==> src/source/vector_pkg.sv <==
// Shared widths, display-list entry layout and shape start addresses, imported by every RTL block
package vector_pkg;

    ////////////////////
    // Widths

    localparam int coord_width = 8;     // Screen is 256 x 256
    localparam int rom_addr_width = 7;  // Kept table fits in 128 entries
    localparam int err_width = coord_width + 4;  // Bresenham error and doubled error

    typedef logic [coord_width-1:0] coord_t;
    typedef logic [rom_addr_width-1:0] rom_addr_t;

    ////////////////////
    // Shapes

    typedef enum logic [1:0] {
        shape_frame        = 2'd0,
        shape_cursor       = 2'd1,
        shape_patriot_base = 2'd2,
        shape_missile      = 2'd3
    } shape_id_t;

    // One display-list word, same bit order as the game ROM
    typedef struct packed {
        coord_t x;
        coord_t y;
        logic   line;
        logic   pos;
    } list_entry_t;

    localparam rom_addr_t frame_addr        = 7'd0;
    localparam rom_addr_t cursor_addr       = 7'd6;
    localparam rom_addr_t patriot_base_addr = 7'd11;
    localparam rom_addr_t missile_addr      = 7'd27;

    // Indexed by shape_id_t
    localparam rom_addr_t shape_base [4] = '{
        frame_addr,
        cursor_addr,
        patriot_base_addr,
        missile_addr
    };

    // Line and pos both set closes a shape
    localparam list_entry_t end_entry = '{x: '0, y: '0, line: 1'b1, pos: 1'b1};

endpackage
==> src/source/vector_engine.sv <==
// Top of the vector engine, draws one ROM shape at an offset as a stream of pixel strobes
`timescale 1ns/1ps

module vector_engine (
    input  logic                  clk,
    input  logic                  rst,
    input  logic                  start,
    input  vector_pkg::shape_id_t shape,
    input  vector_pkg::coord_t    offset_x,
    input  vector_pkg::coord_t    offset_y,
    output logic                  busy,
    output logic                  done,
    output logic                  pixel_valid,
    output vector_pkg::coord_t    pixel_x,
    output vector_pkg::coord_t    pixel_y
);
    import vector_pkg::*;

    rom_addr_t   addr;
    list_entry_t entry;

    // Segment link
    logic   seg_start;
    logic   seg_done;
    coord_t x0;
    coord_t y0;
    coord_t x1;
    coord_t y1;

    display_list_sequencer u_sequencer (
        .clk       (clk),
        .rst       (rst),
        .start     (start),
        .shape     (shape),
        .offset_x  (offset_x),
        .offset_y  (offset_y),
        .entry     (entry),
        .seg_done  (seg_done),
        .addr      (addr),
        .seg_start (seg_start),
        .x0        (x0),
        .y0        (y0),
        .x1        (x1),
        .y1        (y1),
        .busy      (busy),
        .done      (done)
    );

    shape_rom u_rom (
        .addr  (addr),
        .entry (entry)
    );

    line_rasterizer u_rasterizer (
        .clk         (clk),
        .rst         (rst),
        .seg_start   (seg_start),
        .x0          (x0),
        .y0          (y0),
        .x1          (x1),
        .y1          (y1),
        .pixel_valid (pixel_valid),
        .seg_done    (seg_done),
        .pixel_x     (pixel_x),
        .pixel_y     (pixel_y)
    );

endmodule

==> src/source/line_rasterizer.sv <==
// Bresenham line stepper, turns one segment into a stream of one pixel strobe per cycle
`timescale 1ns/1ps

module line_rasterizer (
    input  logic               clk,
    input  logic               rst,
    input  logic               seg_start,
    input  vector_pkg::coord_t x0,
    input  vector_pkg::coord_t y0,
    input  vector_pkg::coord_t x1,
    input  vector_pkg::coord_t y1,
    output logic               pixel_valid,
    output logic               seg_done,
    output vector_pkg::coord_t pixel_x,
    output vector_pkg::coord_t pixel_y
);
    import vector_pkg::*;

    // Incoming segment
    logic signed [err_width-1:0] dx;
    logic signed [err_width-1:0] dy;
    logic signed [err_width-1:0] adx_in;
    logic signed [err_width-1:0] ady_in;

    // Running segment
    logic                        active;
    coord_t                      cur_x;
    coord_t                      cur_y;
    coord_t                      end_x;
    coord_t                      end_y;
    logic                        neg_x;
    logic                        neg_y;
    logic signed [err_width-1:0] adx;
    logic signed [err_width-1:0] ady;
    logic signed [err_width-1:0] err;
    logic signed [err_width-1:0] err_next;
    logic signed [err_width-1:0] e2;

    logic step_x;
    logic step_y;
    logic at_end;

    ////////////////////
    // Setup

    // Plain signed difference, the line never wraps across the screen edge
    assign dx = $signed({{(err_width-coord_width){1'b0}}, x1})
              - $signed({{(err_width-coord_width){1'b0}}, x0});
    assign dy = $signed({{(err_width-coord_width){1'b0}}, y1})
              - $signed({{(err_width-coord_width){1'b0}}, y0});

    assign adx_in = dx[err_width-1] ? -dx : dx;
    assign ady_in = dy[err_width-1] ? -dy : dy;

    ////////////////////
    // Step decision

    assign e2     = err <<< 1;
    assign step_x = (e2 >= -ady);
    assign step_y = (e2 <= adx);
    assign at_end = (cur_x == end_x) && (cur_y == end_y);

    always_comb begin
        err_next = err;
        if (step_x) begin
            err_next = err_next - ady;
        end
        if (step_y) begin
            err_next = err_next + adx;
        end
    end

    assign pixel_valid = active;
    assign seg_done    = active && at_end;  // Rides on the last pixel
    assign pixel_x     = cur_x;
    assign pixel_y     = cur_y;

    always_ff @(posedge clk) begin
        if (rst) begin
            active <= 1'b0;
        end else if (seg_start) begin
            active <= 1'b1;
        end else if (active && at_end) begin
            active <= 1'b0;
        end
    end

    always_ff @(posedge clk) begin
        if (seg_start) begin
            cur_x <= x0;  // First pixel is the start point
            cur_y <= y0;
            end_x <= x1;
            end_y <= y1;
            neg_x <= dx[err_width-1];
            neg_y <= dy[err_width-1];
            adx   <= adx_in;
            ady   <= ady_in;
            err   <= adx_in - ady_in;
        end else if (active && !at_end) begin
            if (step_x) begin
                cur_x <= neg_x ? cur_x - 1'b1 : cur_x + 1'b1;
            end
            if (step_y) begin
                cur_y <= neg_y ? cur_y - 1'b1 : cur_y + 1'b1;
            end
            err <= err_next;
        end
    end

endmodule

==> src/source/display_list_sequencer.sv <==
// Walks one shape's display list, keeps the pen and hands offset segments to the rasterizer
`timescale 1ns/1ps

module display_list_sequencer (
    input  logic                    clk,
    input  logic                    rst,
    input  logic                    start,
    input  vector_pkg::shape_id_t   shape,
    input  vector_pkg::coord_t      offset_x,
    input  vector_pkg::coord_t      offset_y,
    input  vector_pkg::list_entry_t entry,
    input  logic                    seg_done,
    output vector_pkg::rom_addr_t   addr,
    output logic                    seg_start,
    output vector_pkg::coord_t      x0,
    output vector_pkg::coord_t      y0,
    output vector_pkg::coord_t      x1,
    output vector_pkg::coord_t      y1,
    output logic                    busy,
    output logic                    done
);
    import vector_pkg::*;

    typedef enum logic [1:0] {
        st_idle,
        st_fetch,
        st_wait_seg,
        st_finish
    } state_t;

    state_t state;

    coord_t off_x;
    coord_t off_y;
    coord_t pen_x;
    coord_t pen_y;
    coord_t point_x;
    coord_t point_y;

    logic is_move;
    logic is_line;
    logic is_end;

    ////////////////////
    // Entry decode

    // Offset wraps modulo 256, sprites near x=255 rely on it
    assign point_x = entry.x + off_x;
    assign point_y = entry.y + off_y;

    assign is_move = entry.pos && !entry.line;
    assign is_line = entry.line && !entry.pos;
    assign is_end  = entry.line && entry.pos;

    ////////////////////
    // Outputs

    assign seg_start = (state == st_fetch) && is_line;  // Issue in the decode cycle
    assign x0 = pen_x;
    assign y0 = pen_y;
    assign x1 = point_x;
    assign y1 = point_y;

    assign busy = (state != st_idle);
    assign done = (state == st_finish);  // Last busy cycle

    ////////////////////
    // Control

    always_ff @(posedge clk) begin
        if (rst) begin
            state <= st_idle;
        end else begin
            case (state)
                st_idle: begin
                    if (start) begin
                        state <= st_fetch;
                    end
                end
                st_fetch: begin
                    if (is_line) begin
                        state <= st_wait_seg;
                    end else if (is_end) begin
                        state <= st_finish;
                    end
                end
                st_wait_seg: begin
                    // Next entry is already on the ROM output
                    if (seg_done) begin
                        state <= st_fetch;
                    end
                end
                st_finish: begin
                    state <= st_idle;
                end
                default: begin
                    state <= st_idle;
                end
            endcase
        end
    end

    // Pen, offset and list pointer
    always_ff @(posedge clk) begin
        case (state)
            st_idle: begin
                if (start) begin
                    off_x <= offset_x;
                    off_y <= offset_y;
                    pen_x <= offset_x;  // Pen starts at the shape origin
                    pen_y <= offset_y;
                    addr  <= shape_base[shape];
                end
            end
            st_fetch: begin
                if (!is_end) begin
                    addr <= addr + 1'b1;  // Prefetch while a segment runs
                end
                if (is_move || is_line) begin
                    pen_x <= point_x;
                    pen_y <= point_y;
                end
            end
            default: begin
            end
        endcase
    end

endmodule

==> src/source/shape_rom.sv <==
// Combinational display-list table holding the frame, cursor, patriot base and missile shapes
`timescale 1ns/1ps

module shape_rom (
    input  vector_pkg::rom_addr_t   addr,
    output vector_pkg::list_entry_t entry
);
    import vector_pkg::*;

    always_comb begin
        case (addr)
            //                x        y        line  pos
            ////////////////////
            // Frame
            7'd0:  entry = {8'd0,   8'd254, 1'b0, 1'b1};
            7'd1:  entry = {8'd0,   8'd0,   1'b1, 1'b0};
            7'd2:  entry = {8'd254, 8'd0,   1'b1, 1'b0};
            7'd3:  entry = {8'd254, 8'd254, 1'b1, 1'b0};
            7'd4:  entry = {8'd0,   8'd254, 1'b1, 1'b0};
            7'd5:  entry = {8'd0,   8'd254, 1'b1, 1'b1};   // End

            ////////////////////
            // Cursor, a plain cross
            7'd6:  entry = {8'd22,  8'd50,  1'b0, 1'b1};
            7'd7:  entry = {8'd42,  8'd50,  1'b1, 1'b0};
            7'd8:  entry = {8'd32,  8'd40,  1'b0, 1'b1};
            7'd9:  entry = {8'd32,  8'd60,  1'b1, 1'b0};
            7'd10: entry = {8'd22,  8'd50,  1'b1, 1'b1};   // End

            ////////////////////
            // Patriot base
            7'd11: entry = {8'd7,   8'd6,   1'b0, 1'b1};   // Ground line
            7'd12: entry = {8'd11,  8'd7,   1'b1, 1'b0};
            7'd13: entry = {8'd11,  8'd9,   1'b1, 1'b0};
            7'd14: entry = {8'd22,  8'd9,   1'b1, 1'b0};
            7'd15: entry = {8'd22,  8'd7,   1'b1, 1'b0};
            7'd16: entry = {8'd27,  8'd6,   1'b1, 1'b0};
            7'd17: entry = {8'd3,   8'd14,  1'b0, 1'b1};   // Launcher rail
            7'd18: entry = {8'd22,  8'd31,  1'b1, 1'b0};
            7'd19: entry = {8'd25,  8'd27,  1'b1, 1'b0};
            7'd20: entry = {8'd8,   8'd10,  1'b1, 1'b0};
            7'd21: entry = {8'd4,   8'd14,  1'b1, 1'b0};
            7'd22: entry = {8'd15,  8'd9,   1'b0, 1'b1};   // Struts
            7'd23: entry = {8'd14,  8'd16,  1'b1, 1'b0};
            7'd24: entry = {8'd18,  8'd9,   1'b0, 1'b1};
            7'd25: entry = {8'd16,  8'd18,  1'b1, 1'b0};
            7'd26: entry = {8'd16,  8'd18,  1'b1, 1'b1};   // End

            ////////////////////
            // Missile, a single dot at the offset
            7'd27: entry = {8'd0,   8'd0,   1'b0, 1'b1};
            7'd28: entry = {8'd0,   8'd0,   1'b1, 1'b0};
            7'd29: entry = {8'd0,   8'd0,   1'b1, 1'b1};   // End

            default: entry = end_entry;  // Past the table
        endcase
    end

endmodule

==> config.mk <==
export PLATFORM = sky130hd
export DESIGN_NAME = vector_engine
export DESIGN_NICKNAME = d
export VERILOG_FILES = /design/src/source/vector_pkg.sv /design/src/source/vector_engine.sv /design/src/source/line_rasterizer.sv /design/src/source/display_list_sequencer.sv /design/src/source/shape_rom.sv
export SDC_FILE = /design/constraint.sdc
export NUM_CORES = 1
export LEC_CHECK = 0
export BUFFER_PORTS_ARGS = -buffer_cell sky130_fd_sc_hd__buf_2
export CAP_MARGIN = 15
export CORE_AREA = 2 2 157 159
export CTS_BUF_LIST = sky130_fd_sc_hd__clkbuf_16
export DETAILED_ROUTE_END_ITERATION = 6
export DIE_AREA = 0 0 159 161
export PLACE_DENSITY = 0.59
export SKIP_CTS_REPAIR_TIMING = 1
export SLEW_MARGIN = 20
export SYNTH_ARGS = -nofsm -noshare
export SYNTH_HDL_FRONTEND = slang
export SYNTH_SLANG_ARGS = --single-unit
==> constraint.sdc <==
create_clock -name clk -period 5.6 [get_ports clk]
set_input_delay 0.56 -clock clk [delete_from_list [all_inputs] [get_ports clk]]
set_output_delay 0.56 -clock clk [all_outputs]
set_load 0.005 [all_outputs]
==> impl_metrics.json <==
{
  "first_pass_iters": 4,
  "track_usage_pct": 17.18,
  "crit_required_ns": 5.90,
  "grt_start_max_net_pins": 48,
  "dp_slack_ns": 0.1367,
  "yosysSeqAreaShare_pct": 38.47,
  "hold_class": "primary input to register",
  "layout_common_cells": "edfxtp_1, ha_1, nand2_1",
  "final_max_slew_viol_count": 0,
  "num_io_pins": 40,
  "grt_first_pass_wirelength_mm": 34.96,
  "antenna_cells": 0,
  "postRouteAntennaNets": 0,
  "synthTopCellsByArea": "edfxtp_1, ha_1, xnor2_1",
  "skew_ns": 0.01099,
  "yosysUniqueCellTypes": 64,
  "grt_overflow": 0,
  "synth-main-ff-cell": "edfxtp_1",
  "die_h_um": 161,
  "hold_start": "offset_x[3]",
  "synthArstFlopShare_pct": 0,
  "clkSlewWorstSetupHoldPaths_ns": 0.06,
  "setup_viol": 0,
  "nNetsFinal": 1187,
  "start_util_pct": 39.31,
  "critical_path_arrival_ns": 5.43,
  "endpoint_kind": "register",
  "r2r_end": "u_rasterizer.err[10]$_DFFE_PP_",
  "avgRoutedWirePerCell_um": 15.39,
  "min_period_over_period_pct": 91.69,
  "vias": 7058,
  "area_growth_pct": 13.51,
  "place.port_buffers": 39,
  "h-tree-depth": 4,
  "fin_ws_ns": 0.4653,
  "fp.dieW_um": 159,
  "cap_violations": 0,
  "cts.sinks": 127,
  "cts-root-buf": "clkbuf_16",
  "r2r_start": "u_sequencer.addr[6]$_SDFFCE_PN0P_",
  "drt-initial-drc-count": 407,
  "synthCells": 996,
  "synth_seq_cells": 127,
  "worstMarginPinSlew_ns": 1.017,
  "detail_route.vias_per_cell": 5.081,
  "syn_area_mm2": 0.009419,
  "finalHoldViolations": 0,
  "min_to": "u_sequencer.off_x[3]$_DFFE_PP_",
  "start_kind": "register",
  "insertion_delay_ns": 0.43,
  "yosysWarnings": 0,
  "cts_buffer_depth": 2,
  "max_freq_mhz": 194.8,
  "drive_gt1_share_pct": 11.64,
  "post-route-min-period_ns": 5.135,
  "synth_edf_count": 108,
  "antenna_found_initial": 0,
  "yosys.area.top_type": "edfxtp_1",
  "whs_ns": 0.3230,
  "grt_pass1_vias": 6909,
  "critPathMaxFanout": 13,
  "cts_made_buffers": 17,
  "drc": 0,
  "placementRows": 57,
  "whs_path_depth": 1,
  "dieArea_mm2": 0.02560,
  "core_mm2": 0.02396,
  "r2r_setup_slack_ns": 0.47,
  "status": "complete, no violations",
  "yosys.area.top_type_share_pct": 34.43,
  "place_congestion": 0.9230,
  "final_common_cell": "edfxtp_1",
  "hpwl_mm": 16.70,
  "ff2ff_path_depth": 27,
  "slew_headroom_pct": 32.17,
  "syn_area_per_cell_um2": 9.457,
  "critPathKind": "register to register",
  "finalWirelength_mm": 21.37,
  "cts_tree": "built"
}
-- cells by family (layout without fill, tap and decap cells) --
family	after synthesis	count (layout)	share of synthesized area [%]
flops	127	127	38.47
fa+ha+maj	114	114	15.86
mux	16	16	1.926
other cells	2	8	0.07973
simple gates	283	283	13.93
compound gates	231	231	14.96
buf+inv	116	179	4.822
xor+xnor	107	107	9.950
-- layout make-up --
class	instances	area, um^2
inverter	91	341.6
sequential	127	3623
multi-input combinational	759	5460
tap	324	405.4
clock buffer	17	425.4
fill	2383	13270
clock inverter	15	112.6
timing repair buffer	56	322.8
-- worst max path at each step --
stage	start	to	slack, ns
finish	u_sequencer.addr[6]$_SDFFCE_PN0P_	u_rasterizer.err[10]$_DFFE_PP_	0.47
detailed placement	u_sequencer.addr[5]$_SDFFCE_PN0P_	u_rasterizer.err[10]$_DFFE_PP_	0.14
global placement	u_sequencer.addr[5]$_SDFFCE_PN0P_	u_rasterizer.err[10]$_DFFE_PP_	0.27
CTS	u_sequencer.addr[5]$_SDFFCE_PN0P_	u_rasterizer.err[10]$_DFFE_PP_	0.04
floorplan	u_sequencer.addr[6]$_SDFFCE_PN0P_	u_rasterizer.err[10]$_DFFE_PP_	0.34
global route	u_sequencer.addr[6]$_SDFFCE_PN0P_	u_rasterizer.err[10]$_DFFE_PP_	-0.05
-- metrics by stage --
| step | util (%) | instances | cell area, um^2 | TNS, ns |
|---|---|---|---|---|
| after floorplan | - | 1002 | 9442 | 0 |
| after global placement | 41.88 | 1354 | 10030 | 0 |
| after detailed placement | 41.88 | 1354 | 10030 | 0 |
| after CTS | 44.12 | 1386 | 10570 | 0 |
| after global routing | 44.62 | 1389 | 10690 | -0.04644 |
| final | 44.62 | 1389 | 10690 | 0 |
-- metal layers --
layer	global-route usage (%)	part of all wire [%]
met1	21.35	45
met2	30.02	49
met3	2.799	3.0
met4	6.653	2.4
met5	0	0
-- synthesized netlist by cell type, types with 12 or more instances --
cell type and number:
xnor2_1 79, nand3_1 16, a21oi_1 84, clkbuf_1 14
ha_1 105, edfxtp_1 108, a21o_1 17, inv_1 91
nor2b_1 12, o21ai_0 58, xor2_1 28, nor2_1 85
nand2_1 96, dfxtp_1 19, and2_1 14, o21bai_1 14
-- worst max-delay path, cell delays in order, from the launching register on --
cell	delay, ns
edfxtp_1	0.39
nor2_1	0.07
buf_4	0.16
and2_1	0.16
ha_1	0.20
fa_1	0.43
a21oi_1	0.16
nor2_1	0.05
nor2_1	0.15
xnor2_1	0.18
ha_1	0.31
a21boi_1	0.16
o21ai_1	0.19
a21boi_1	0.11
o21ai_0	0.21
nand2b_2	0.17
nand2_2	0.13
o21ai_2	0.08
fa_1	0.44
nand2_1	0.09
nand2_1	0.07
a21oi_2	0.17
o21bai_1	0.10
a21oi_2	0.18
o21ai_1	0.12
a21o_1	0.19
a211oi_1	0.23
a21o_1	0.11
Power is not shown: default switching activity piles up to over one toggle a cycle in this logic, so the estimate is an artifact.
